<file path="src/conv_macros.svh">
`ifndef CONV_MACROS_SVH
`define CONV_MACROS_SVH

// kernel geometry
`define KW_MAX      7       // largest odd kernel width
`define BITS_KW     3       // one clr code per lane
`define BITS_KW2    2       // holds kw/2 for every kernel up to KW_MAX

// datapath lanes
`define MEMBERS     12      // parallel pixel lanes per beat

// row counters
`define BITS_COLS   8       // column count of one row
`define BITS_CIN    6       // input channels per column

// payload widths
`define PIX_W       8       // unsigned pixel
`define SUM_W       16      // channel sum per lane

// a lane sum of 2**BITS_CIN full scale pixels needs
// PIX_W + BITS_CIN bits, which SUM_W covers with headroom

`endif

</file>
<file path="src/conv_pkg.sv">
`default_nettype none

`include "conv_macros.svh"

package conv_pkg;

    // row config, carried in the low bits of the first beat of a row
    typedef struct packed {
        logic [`BITS_KW2-1:0]  kw2;           // kernel width / 2
        logic [`BITS_COLS-1:0] cols_1;        // columns - 1
        logic [`BITS_CIN-1:0]  cin_1;         // input channels - 1
    } conv_cfg_t;

    // per beat side band, formed by conv_ctrl
    typedef struct packed {
        logic [`BITS_KW2-1:0]  kw2;           // kernel of the row this beat belongs to
        logic                  is_config;     // beat is the row config
        logic                  is_cin_last;   // last channel of a column
        logic                  is_cols_1_k2;  // column cols-1-kw/2
    } conv_user_t;

    // one data word, decoded as pixels on data beats and as config on the first beat
    typedef union packed {
        logic [`MEMBERS-1:0][`PIX_W-1:0] pix;    // one pixel per lane
        struct packed {
            logic [`MEMBERS*`PIX_W-$bits(conv_cfg_t)-1:0] rsvd;  // ignored on config beats
            conv_cfg_t                                   word;
        } cfg;
    } conv_beat_u;

    // one completed column
    typedef struct packed {
        logic [`MEMBERS-1:0][`SUM_W-1:0]   sum;    // channel sums per lane
        logic [`MEMBERS-1:0]               mask;   // lanes holding a full window
        logic [`MEMBERS-1:0][`BITS_KW-1:0] clr;    // center/left/right edge codes
    } conv_result_t;

endpackage

`default_nettype wire

</file>
<file path="src/conv_ctrl.sv">
`default_nettype none

`include "conv_macros.svh"

module conv_ctrl import conv_pkg::*; (
    input  wire logic                          aclk,
    input  wire logic                          aclken,       // stage clock enable
    input  wire logic                          rst,
    input  wire logic                          s_valid,      // one strobe per beat
    input  wire logic                          s_is_config,  // first beat of a row
    input  wire conv_beat_u                    s_beat,
    output logic                               u_valid,
    output conv_user_t                         u_user,
    output logic [`MEMBERS-1:0][`PIX_W-1:0]    u_pix
);

    localparam int BITS_COLS = `BITS_COLS;

    conv_cfg_t              cfg;            // config of the current row
    logic [`BITS_CIN-1:0]   cin_cnt;        // channel within the column
    logic [`BITS_COLS-1:0]  col_cnt;        // column within the row
    logic [`BITS_COLS-1:0]  col_1_k2;       // column cols-1-kw/2
    logic                   take;           // beat accepted at this edge
    logic                   cin_last;       // beat closes its column
    logic                   col_last;       // column closes the row
    conv_user_t             user_next;      // flags for the incoming beat

    assign take     = aclken && s_valid;
    assign cin_last = (cin_cnt == cfg.cin_1);
    assign col_last = (col_cnt == cfg.cols_1);
    assign col_1_k2 = cfg.cols_1 - BITS_COLS'(cfg.kw2);   // right edge starts here

    // flags follow the beat, a config beat carries its own new kernel
    always_comb begin
        user_next.kw2          = s_is_config ? s_beat.cfg.word.kw2 : cfg.kw2;
        user_next.is_config    = s_is_config;
        user_next.is_cin_last  = !s_is_config && cin_last;
        user_next.is_cols_1_k2 = !s_is_config && (col_cnt == col_1_k2);
    end

    // config latch and channel / column counters
    always_ff @(posedge aclk) begin
        if (rst) begin
            cfg     <= '0;
            cin_cnt <= '0;
            col_cnt <= '0;
        end else if (take) begin
            if (s_is_config) begin
                cfg     <= s_beat.cfg.word;       // new row
                cin_cnt <= '0;
                col_cnt <= '0;
            end else if (cin_last) begin
                cin_cnt <= '0;                    // next column
                col_cnt <= col_last ? '0 : col_cnt + 1'b1;
            end else begin
                cin_cnt <= cin_cnt + 1'b1;
            end
        end
    end

    // registered strobe and side band, one cycle behind the input beat
    always_ff @(posedge aclk) begin
        if (rst) begin
            u_valid <= 1'b0;
            u_user  <= '0;
        end else if (aclken) begin
            u_valid <= s_valid;
            if (s_valid) begin
                u_user <= user_next;
            end
        end
    end

    // pixel view of the beat, meaningless on config beats
    always_ff @(posedge aclk) begin
        if (take) begin
            u_pix <= s_beat.pix;
        end
    end

endmodule

`default_nettype wire

</file>
<file path="src/pad_filter.sv">
`default_nettype none

`include "conv_macros.svh"

module pad_filter import conv_pkg::*; (
    input  wire logic                          aclk,
    input  wire logic                          aclken,
    input  wire logic                          rst,
    input  wire logic                          valid_in,
    input  wire conv_user_t                    user_in,
    output logic [`MEMBERS-1:0]                mask_full,   // lanes with a complete window
    output logic [`MEMBERS-1:0][`BITS_KW-1:0]  clr          // 0 center, odd left, even right
);

    localparam int MEMBERS = `MEMBERS;
    localparam int KW2_MAX = `KW_MAX / 2;     // 3 for kw up to 7
    localparam int BITS_KW = `BITS_KW;

    logic [`BITS_KW2-1:0]   kw2;              // kw/2 of the beat, selects the lookup
    logic                   reg_en;           // config or last channel beat
    logic [KW2_MAX:1]       col_start;        // bit k high in column k-1
    logic [KW2_MAX:1]       col_start_in;
    logic [KW2_MAX:1]       col_end;          // bit kw2 high in the last column
    logic [KW2_MAX:1]       col_end_in;
    logic [KW2_MAX:0]       col_end_x;        // bit 0 stays low for kw = 1
    logic [BITS_KW-1:0]     clr_left_in;
    logic [BITS_KW-1:0]     clr_left;         // left code of the current column

    assign kw2       = user_in.kw2;
    assign reg_en    = aclken && valid_in && (user_in.is_cin_last || user_in.is_config);
    assign col_end_x = {col_end, 1'b0};

    // next state of the one-hot edge shifters
    // a config beat restarts both so nothing carries into the next row
    always_comb begin
        col_end_in[1]   = user_in.is_cols_1_k2 && (kw2 != '0);
        col_start_in[1] = user_in.is_config ? (kw2 != '0) : col_end_x[kw2];  // wraps at row end
        for (int k = 2; k <= KW2_MAX; k++) begin
            col_end_in[k]   = user_in.is_config ? 1'b0 : col_end[k-1];
            col_start_in[k] = user_in.is_config ? 1'b0 : col_start[k-1];
        end
    end

    // left code for the coming column c is 2c+1 while c < kw2
    always_comb begin
        clr_left_in = '0;
        for (int k = 1; k <= KW2_MAX; k++) begin
            if (col_start_in[k] && (k <= int'(kw2))) begin
                clr_left_in = BITS_KW'(2 * k - 1);
            end
        end
    end

    always_ff @(posedge aclk) begin
        if (rst) begin
            col_start <= '0;
            col_end   <= '0;
            clr_left  <= BITS_KW'(1);
        end else if (reg_en) begin
            col_start <= col_start_in;
            col_end   <= col_end_in;
            clr_left  <= clr_left_in;
        end
    end

    for (genvar m = 0; m < MEMBERS; m++) begin : g_lane
        logic [KW2_MAX:0]   allow;            // full mask per kernel
        logic [KW2_MAX:0]   next_full;        // lane sits just before a full lane
        logic               masked_en;
        logic [KW2_MAX:1]   end_masked;       // end shifter seen by this lane
        logic [BITS_KW-1:0] clr_right;

        assign allow[0]     = 1'b1;           // kw = 1 passes every lane
        assign next_full[0] = 1'b1;

        for (genvar k2 = 1; k2 <= KW2_MAX; k2++) begin : g_kw
            localparam int KW = 2 * k2 + 1;

            logic full_lane;                  // window ends on this lane
            logic unused_lane;                // beyond the last whole window
            logic start_cols;                 // first kw/2 columns
            logic last_col;
            logic last_malformed;             // lane misses data at the right pad

            assign full_lane      = (m % KW) == KW - 1;
            assign unused_lane    = m >= (MEMBERS / KW) * KW;
            assign start_cols     = |col_start[k2:1];
            assign last_col       = col_end[k2];
            assign last_malformed = (m % KW) < k2;
            assign next_full[k2]  = (m % KW) == KW - 2;

            assign allow[k2] = (full_lane && !start_cols)
                             || (last_col && !last_malformed && !unused_lane);
        end

        // only lanes in front of a full lane track the right edge
        assign masked_en = aclken && valid_in
                         && ((next_full[kw2] && user_in.is_cin_last) || user_in.is_config);

        always_ff @(posedge aclk) begin
            if (rst) begin
                end_masked <= '0;
            end else if (masked_en) begin
                end_masked <= col_end_in;     // cleared by the config beat
            end
        end

        // right code is 2 in the last column, 4 one before, and so on
        always_comb begin
            clr_right = '0;
            for (int k = 1; k <= KW2_MAX; k++) begin
                if (end_masked[k] && (k <= int'(kw2))) begin
                    clr_right = BITS_KW'(2 * (int'(kw2) - k + 1));
                end
            end
        end

        assign mask_full[m] = allow[kw2] | user_in.is_config;
        assign clr[m]       = clr_left | clr_right;
    end

endmodule

`default_nettype wire

</file>
<file path="src/lane_accum.sv">
`default_nettype none

`include "conv_macros.svh"

module lane_accum import conv_pkg::*; (
    input  wire logic                          aclk,
    input  wire logic                          aclken,
    input  wire logic                          rst,
    input  wire logic                          u_valid,
    input  wire conv_user_t                    u_user,
    input  wire logic [`MEMBERS-1:0][`PIX_W-1:0]    u_pix,
    input  wire logic [`MEMBERS-1:0]                mask_full,
    input  wire logic [`MEMBERS-1:0][`BITS_KW-1:0]  clr,
    output logic                               m_valid,     // one pulse per column
    output conv_result_t                       m_result
);

    localparam int MEMBERS = `MEMBERS;
    localparam int SUM_W   = `SUM_W;

    logic [MEMBERS-1:0][SUM_W-1:0] acc;       // running channel sums
    logic [MEMBERS-1:0][SUM_W-1:0] acc_next;
    logic                          first_cin; // next data beat opens a column
    logic                          data_beat; // pixel beat taken at this edge
    logic                          col_done;  // column completes at this edge

    assign data_beat = aclken && u_valid && !u_user.is_config;
    assign col_done  = data_beat && u_user.is_cin_last;

    // sums restart on the first channel of each column
    always_comb begin
        for (int m = 0; m < MEMBERS; m++) begin
            acc_next[m] = (first_cin ? SUM_W'(0) : acc[m]) + SUM_W'(u_pix[m]);
        end
    end

    always_ff @(posedge aclk) begin
        if (rst) begin
            first_cin <= 1'b1;
        end else if (aclken && u_valid) begin
            first_cin <= u_user.is_config || u_user.is_cin_last;
        end
    end

    always_ff @(posedge aclk) begin
        if (data_beat) begin
            acc <= acc_next;
        end
    end

    // result strobe, held while aclken is low
    always_ff @(posedge aclk) begin
        if (rst) begin
            m_valid <= 1'b0;
        end else if (aclken) begin
            m_valid <= col_done;
        end
    end

    // sums of the closing beat together with this column's mask and codes
    always_ff @(posedge aclk) begin
        if (col_done) begin
            m_result.sum  <= acc_next;
            m_result.mask <= mask_full;
            m_result.clr  <= clr;
        end
    end

endmodule

`default_nettype wire

</file>
<file path="src/conv_pad_top.sv">
`default_nettype none

`include "conv_macros.svh"

module conv_pad_top import conv_pkg::*; (
    input  wire logic       aclk,
    input  wire logic       aclken,
    input  wire logic       rst,
    input  wire logic       s_valid,
    input  wire logic       s_is_config,
    input  wire conv_beat_u s_beat,
    output logic            m_valid,
    output conv_result_t    m_result
);

    logic                               u_valid;    // registered beat strobe
    conv_user_t                         u_user;     // registered side band
    logic [`MEMBERS-1:0][`PIX_W-1:0]    u_pix;
    logic [`MEMBERS-1:0]                mask_full;  // same cycle as u_user
    logic [`MEMBERS-1:0][`BITS_KW-1:0]  clr;

    conv_ctrl u_conv_ctrl (
        .aclk        (aclk),
        .aclken      (aclken),
        .rst         (rst),
        .s_valid     (s_valid),
        .s_is_config (s_is_config),
        .s_beat      (s_beat),
        .u_valid     (u_valid),
        .u_user      (u_user),
        .u_pix       (u_pix)
    );

    pad_filter u_pad_filter (
        .aclk      (aclk),
        .aclken    (aclken),
        .rst       (rst),
        .valid_in  (u_valid),
        .user_in   (u_user),
        .mask_full (mask_full),
        .clr       (clr)
    );

    lane_accum u_lane_accum (
        .aclk      (aclk),
        .aclken    (aclken),
        .rst       (rst),
        .u_valid   (u_valid),
        .u_user    (u_user),
        .u_pix     (u_pix),
        .mask_full (mask_full),
        .clr       (clr),
        .m_valid   (m_valid),
        .m_result  (m_result)
    );

endmodule

`default_nettype wire

</file>
<file path="config.mk">
export PLATFORM = sky130hd
export DESIGN_NAME = conv_pad_top
export DESIGN_NICKNAME = d
export VERILOG_FILES = /design/src/conv_pkg.sv /design/src/conv_ctrl.sv /design/src/pad_filter.sv /design/src/lane_accum.sv /design/src/conv_pad_top.sv
export VERILOG_INCLUDE_DIRS = /design/src
export SDC_FILE = /design/constraint.sdc
export NUM_CORES = 1
export LEC_CHECK = 0
export ABC_AREA = 1
export BUFFER_PORTS_ARGS = -buffer_cell sky130_fd_sc_hd__buf_2
export CAP_MARGIN = 20
export CORE_MARGIN = 2
export CORE_UTILIZATION = 64
export CTS_CLUSTER_DIAMETER = 40
export DETAILED_ROUTE_END_ITERATION = 7
export MAX_ROUTING_LAYER = met4
export PLACE_DENSITY_LB_ADDON = 0.3
export SLEW_MARGIN = 20
export SYNTH_ARGS = -nofsm -noshare
export SYNTH_HDL_FRONTEND = slang
export SYNTH_HIERARCHICAL = 1
export SYNTH_SLANG_ARGS = --single-unit
</file>
<file path="constraint.sdc">
create_clock -name aclk -period 44.5 [get_ports aclk]
set_input_delay 0 -clock aclk [delete_from_list [all_inputs] [get_ports aclk]]
set_output_delay 0 -clock aclk [all_outputs]
set_load 0.05 [all_outputs]
</file>
# Word level (Yosys, flattened, before mapping)
# Index checks and enable logic that the tools add are counted.
# Widths: inputs -> output; s select.
[word_totals] reg_bits=563 input_bits=101 out_inout_bits=241 elab_cells=219
[op_classes] n_addsub=21 magnitude_cmp=4 eq_ne=3 n_mux=66 n_bitwise=14 n_reduce_logical=51
[op_table] operator="$add 16x8->16" n=12
[op_table] operator="$mux 16" n=12
[op_table] operator="$mux 3" n=14
[op_table] operator="$logic_and 1x1->1" n=31
[op_table] operator="$bmux 1 s2" n=14
[op_table] operator="$mux 8" n=3
[op_table] operator="$mux 1" n=20
[op_table] operator="$eq 8x8->1" n=2
[op_table] operator="$mux 6" n=2
[op_table] operator="$or 3x3->3" n=4
[op_table] operator="$or 1x1->1" n=10
[op_table] operator="$add 8x1->8 const B" n=1
[op_table] operator="$logic_or 1x1->1" n=8
[op_table] operator="$sub 8x2->8" n=1
[op_table] operator="$add 2x2->2 const B" n=3
[op_table] operator="$add 6x1->6 const B" n=1
[op_table] operator="$eq 6x6->1" n=1
[op_table] operator="$reduce_and 2->1" n=3
[op_table] operator="$logic_not 1->1" n=5
[op_table] operator="$le 2x2->1 const A" n=2
[op_table] operator="$reduce_bool 2->1" n=2
[op_table] operator="$sub 2x2->2 const B" n=2
[op_table] operator="$lt 2x3->1 const B" n=1
[op_table] operator="$reduce_or 3->1" n=1
[op_table] operator="other kinds (4)" n=4

# Depth between registers and ports, before layout
[depth] word_depth=7 ltp_mapped=15 mapped_depth_nobuf=12

# Cells and area by module
# Netlist, hierarchy kept.
[by_module_without_submodules] module="lane_accum" n_inst=1 cells_each=2370 area_each_um2=22232.6 seq_area_each_um2=13012.5
[by_module_without_submodules] module="conv_ctrl" n_inst=1 cells_each=394 area_each_um2=4853.4 seq_area_each_um2=3603.5
[by_module_without_submodules] module="pad_filter" n_inst=1 cells_each=221 area_each_um2=1481.4 seq_area_each_um2=420.4

# Worst setup path before layout
# Ideal clock, no wire load.
[synth_timing] kind="register to register" from="reg u_conv_ctrl.u_valid" to="reg u_lane_accum/m_result[0] (netlist name)" setup_ns=0.569 arrival_ns=13.985 required_time_ns=43.931 setup_slack_ns=29.946 path_stages_with_launch=5 path_buffers=0 synth_period_minus_slack_ns=14.554 path_cell_list="dfxtp_1 nand2_1 nor2_1 nand2_1 inv_1"
[synth_between] elab_chain_cells=3
[synth_lines] item="start: declaration" line="conv_ctrl.sv:12" text="output logic u_valid,"
[synth_lines] item="start signal: assignment" line="conv_ctrl.sv:67" text="u_valid <= s_valid;"
[synth_lines] item="$logic_and 1x1->1 (2 in a row)" line="lane_accum.sv:27" text="assign data_beat = aclken && u_valid && !u_user.is_config;"
[synth_lines] item="via u_lane_accum.data_beat" line="lane_accum.sv:24" text="logic data_beat;"
[synth_lines] item="$logic_and 1x1->1" line="lane_accum.sv:28" text="assign col_done = data_beat && u_user.is_cin_last;"
[synth_lines] item="via u_lane_accum.col_done" line="lane_accum.sv:25" text="logic col_done;"
# The timed path passes the listed nets, and every way through them passes these cells.
# A chain may end at the register's enable or synchronous reset.

==> results.md <==
Status:
- The flow ran to the end, but the final reports show violations.
- The checks that failed: DRC.

Power:
- The logic gate share of total power is 0.057.
- The analysis attributes to cell leakage a power of 15.6 nW.
- The internal cell power is 1.03 mW.
- The areal power density over the cells is 38.9 nW/um2.
- The relative contribution of the clock network to total power is 0.477.
- The design draws 1.34 mW.
- The switching power summed over all nets is 308 uW.
- The share of total power consumed by net switching is 0.230.
- The worst-case IR drop observed on VDD is 0.0438 mV.
- The relative contribution of sequential cells to total power is 0.466.

Die:
- The width of the chip is 215 um.
- The initial cell density of the core is 0.647.
- The floorplan has 77 rows.
- The vertical die dimension is 215 um.
- The core box area is 44,100 um2.
- The number of primary I/O pins is 342.
- The die covers 46,300 um2.

Critical path:
- The cell type with the highest occurrence count on the critical path is sky130_fd_sc_hd__nand2_1.
- The worst reg2reg path endpoint is u_lane_accum/acc[9].
- The number of cells on the worst reg-to-reg path is 13.
- The critical path goes through clkinv_2 > buf_4 > nand2_1 > inv_1 > ha_1 > nand2_1 > nand2_1 > nand3b_1 > nand2_1 > nand2_1 > nand2_1 > nand2_1 > nand2_1.
- Across all register-to-register paths, the minimum setup slack is 40.84 ns.
- The capturing element type of the critical path is a register.
- The startpoint-to-endpoint class of the critical path is register to register.
- The worst setup path is launched from a register.
- The origin of the critical flop-to-flop path is u_lane_accum/first_cin.
- The slowest stage of the critical path belongs to the cell sky130_fd_sc_hd__dfxtp_4.
- Data on the critical path is required at its endpoint by 44.86 ns.
- Of all nets on the critical path, the largest fanout is 64.
- For the worst setup path, the data arrival time is 4.02 ns.
- For this run, the slowest stage of the critical path takes 0.93 ns.

STA:
- The worst slew margin relative to its limit is 0.278.
- The post-route worst setup slack is 40.84 ns.
- The final hold violation count was 0.
- After routing, the total negative slack on setup checks comes to 0 ns.
- Setup violations remaining at the end of the flow were counted as 0.
- The worst-margin pin slew is 1.08 ns.
- Setup repair after global routing left no endpoint under its margin.
- On the final layout, the worst clock skew is 0.0285 ns.
- The count of pins over their slew limit is 0.
- Derived from the worst setup path, the maximum achievable clock frequency is 273 MHz.
- The period utilization is 0.0822.
- The clock period minus worst slack is 3.66 ns.

Detailed routing:
- The count of antenna-violating nets left after detailed routing is 0.
- Using the TritonRoute via totals, the vias-per-cell ratio works out to 5.40.
- The vias after detailed routing is 22.2k.
- The average detailed-routed wire length per instance is 16.8 um.
- The pre-antenna-repair detailed-routing pass consisted of 8 iterations.
- The total length of routed wires is 69.1 mm.
- The post-detailed-route DRC marker count is 1.
- The first routing iteration left 2,118 violations.

Worst hold path:
- For hold timing, the worst endpoint is u_conv_ctrl/u_pix[78].
- The worst hold path begins at s_beat[78].
- The count of cells along the worst hold path is 2.
- The class of the tightest hold or removal check is input pin to register.

Cells and area:
- The ratio of cells with drive above 1 in the final layout is 0.150.
- The number of nets in the final layout is 3,669.
- The filler-free cell count of the finished design is 4,114.
- The area growth from synthesis to final layout is 20.4%.

Yosys:
- The number of standard cells after synthesis is 2,985.
- The number of warnings reported in the yosys synthesis log is 6.
- Of the synthesized area, sequential elements account for 0.596.
- After synthesis, the cell types taking the most area are sky130_fd_sc_hd__edfxtp_1 (56%), sky130_fd_sc_hd__nand2_1 (11%), sky130_fd_sc_hd__inv_1 (6.0%).
- The mean instance size in the synthesized netlist is 9.57 um2.
- After synthesis, the netlist uses 40 different library cells.
- The cell area that synthesis handed to floorplanning was 28,600 um2.
- The biggest area contributor in the post-synthesis netlist is sky130_fd_sc_hd__edfxtp_1.
- Synthesis inferred 587 register bits.
- The total nets after synthesis is 3,203.
- The share of synthesized area in the top cell type comes to 0.555.

Clock tree:
- The clock network latency to the later pin of the worst-skew pair is 0.62 ns.
- The count of cells resized by post-cts repair is 0.
- The H-tree was split into 3 levels.
- Counting along the longest clock path gives a buffer depth of 3.
- After clock tree synthesis, the clock-pin slew on the worst setup and hold paths is 0.06 ns.
- The clock net in this run drives a total of 587 sinks.
- The number of buffers created by CTS is 80.
- The clock tree from TritonCTS is built.
- The tree is rooted in a sky130_fd_sc_hd__clkbuf_16.

Placed design:
- Input and output buffers added on the ports amount to 341.
- Including well taps, the total number of placed cells is 3,861.
- At the end of routability-driven placement, the weighted congestion stood at 0.936.
- The half-perimeter wire length after placement is 45.4 mm.
- The pre-CTS setup slack is 40.88 ns.

Global route:
- In the global route stage, overall resource usage came out at 0.310.
- The number of antenna violations at the first check in global routing is 5.
- The first global-routing pass estimated 111 mm of wire.
- The via count of the first global-routing pass is 22.1k.
- Entering global routing, the biggest net connects 119 pins.
- The remaining global-route overflow is 0.

Run:
- The number of violations of the max-capacitance limit is 0.
## layer usage
| layer | vias up | GRT usage | wire (um) |
|---|---|---|---|
| met2 | 1001 | 0.504 | 33600 |
| li1 | 10597 | - | - |
| met3 | 214 | 0.0633 | 5580 |
| met4 | 0 | 0.124 | 2650 |
| met5 | - | - | 0 |
| met1 | 10388 | 0.381 | 27300 |
## power by group through the flow
stage	clock network [mW]	registers [mW]	logic, mW
after floorplan	0	0.635	0.0469
after global routing	0.670	0.624	0.0850
after detailed placement	0	0.634	0.0672
after CTS	0.647	0.623	0.0751
after global placement	0	0.634	0.0640
final	0.639	0.623	0.0764
## repair_timing
item,CTS,global route
setup endpoints to repair,0,0
endpoints found under the hold margin,142,0
hold buffers,100,0
buffers inserted,0,0
## cell families after synthesis
| family | after synthesis | share of synthesized area |
|---|---|---|
| AO/OA/AOI/OAI | 159 | 0.0306 |
| flip-flops | 587 | 0.596 |
| buffers and inverters | 532 | 0.0757 |
| XOR/XNOR | 93 | 0.0285 |
| adder cells (fa/ha/maj) | 117 | 0.0547 |
| AND/OR/NAND/NOR | 1497 | 0.214 |
## layout make-up
type,instances,area [um2]
Inverter,467,1760
Multi-Input combinational cell,1866,9380
Clock inverter,58,623
Clock buffer,90,2080
Antenna cell,5,12.5
Sequential cell,587,17000
Fill cell,2833,9720
Timing Repair Buffer,449,2770
Tap cell,592,741
## state kept, by name, summed over array words and instances (netlist names)
signal                          flops
u_conv_ctrl/cfg                    16
u_conv_ctrl/cin_cnt                 6
u_conv_ctrl/col_cnt                 8
u_conv_ctrl/u_pix                  96
u_conv_ctrl/u_user                  5
u_conv_ctrl/u_valid                 1
u_lane_accum/acc                  192
u_lane_accum/first_cin              1
u_lane_accum/m_result             240
u_lane_accum/m_valid                1
u_pad_filter/clr_left               3
u_pad_filter/col_end                3
u_pad_filter/col_start              3
u_pad_filter/g_lane.end_masked     12
## metrics by stage
step | hold slack (ns) | utilization | area, um2
5_1_grt | 0.0714 | 0.780 | 34400
3_5_place_dp | 0.178 | 0.695 | 30700
4_1_cts | 0.0560 | 0.779 | 34400
2_1_floorplan | 0.0691 | - | 28600
3_3_place_gp | 0.176 | 0.695 | 30700
6_report | 0.0870 | 0.780 | 34400
## synth_stat cells, drive strengths merged
cell type  number
a21o            1
a21oi          91
o31ai           1
xor2           78
nand2         871
nand4          15
xnor2          15
o21bai          3
o311ai          1
buf            61
and2           11
inv           466
nand3b         42
o21ai          54
or2            11
nor2          388
a211oi          1
clkbuf          4
nand3         151
nor3            8
ha            104
fa             13
edfxtp        528
dfxtp          59
o211ai          1
a31oi           6
clkinv          1
## critical path, delay by kind of cell (launching register included)
family                   cells  cell delay, ns
buffers and inverters        3            1.29
flip-flops                   1            0.93
AND/OR/NAND/NOR              9            0.85
adder cells (fa/ha/maj)      1            0.27
## cell usage in the layout (no fill, tap or decap), types with 9 or more instances in the layout
| cell type | synthesis | final |
|---|---|---|
| sky130_fd_sc_hd__clkinv_1 | 1 | 9 |
| sky130_fd_sc_hd__ha_1 | 104 | 104 |
| sky130_fd_sc_hd__nand4_1 | 15 | 15 |
| sky130_fd_sc_hd__fa_1 | 13 | 13 |
| sky130_fd_sc_hd__dlygate4sd3_1 | 0 | 100 |
| sky130_fd_sc_hd__clkinvlp_4 | 0 | 10 |
| sky130_fd_sc_hd__nand3b_1 | 42 | 42 |
| sky130_fd_sc_hd__clkinv_2 | 0 | 9 |
| sky130_fd_sc_hd__nand2_1 | 868 | 868 |
| sky130_fd_sc_hd__and2_1 | 10 | 10 |
| sky130_fd_sc_hd__xnor2_1 | 15 | 15 |
| sky130_fd_sc_hd__o21ai_0 | 46 | 46 |
| sky130_fd_sc_hd__edfxtp_1 | 528 | 528 |
| sky130_fd_sc_hd__inv_6 | 0 | 10 |
| sky130_fd_sc_hd__or2_2 | 11 | 11 |
| sky130_fd_sc_hd__nand3_1 | 150 | 150 |
| sky130_fd_sc_hd__nor2_1 | 380 | 379 |
| sky130_fd_sc_hd__buf_2 | 13 | 341 |
| sky130_fd_sc_hd__a21oi_1 | 88 | 88 |
| sky130_fd_sc_hd__clkbuf_16 | 0 | 82 |
| sky130_fd_sc_hd__dfxtp_1 | 59 | 58 |
| sky130_fd_sc_hd__xor2_1 | 78 | 78 |
| sky130_fd_sc_hd__inv_1 | 457 | 455 |
## worst max path at each step
stage,from,to,slack (ns),depth (start not counted)
floorplan,u_conv_ctrl/u_valid,u_lane_accum/m_result[0],29.95,4
global placement,u_lane_accum/first_cin,u_lane_accum/acc[15],40.99,13
detailed placement,u_lane_accum/first_cin,u_lane_accum/acc[9],40.88,13
CTS,u_lane_accum/first_cin,u_lane_accum/acc[9],40.83,13
global route,u_lane_accum/first_cin,u_lane_accum/acc[9],40.56,13
finish,u_lane_accum/first_cin,u_lane_accum/acc[9],40.84,13
Note: power is estimated with default switching activity, not from simulation.
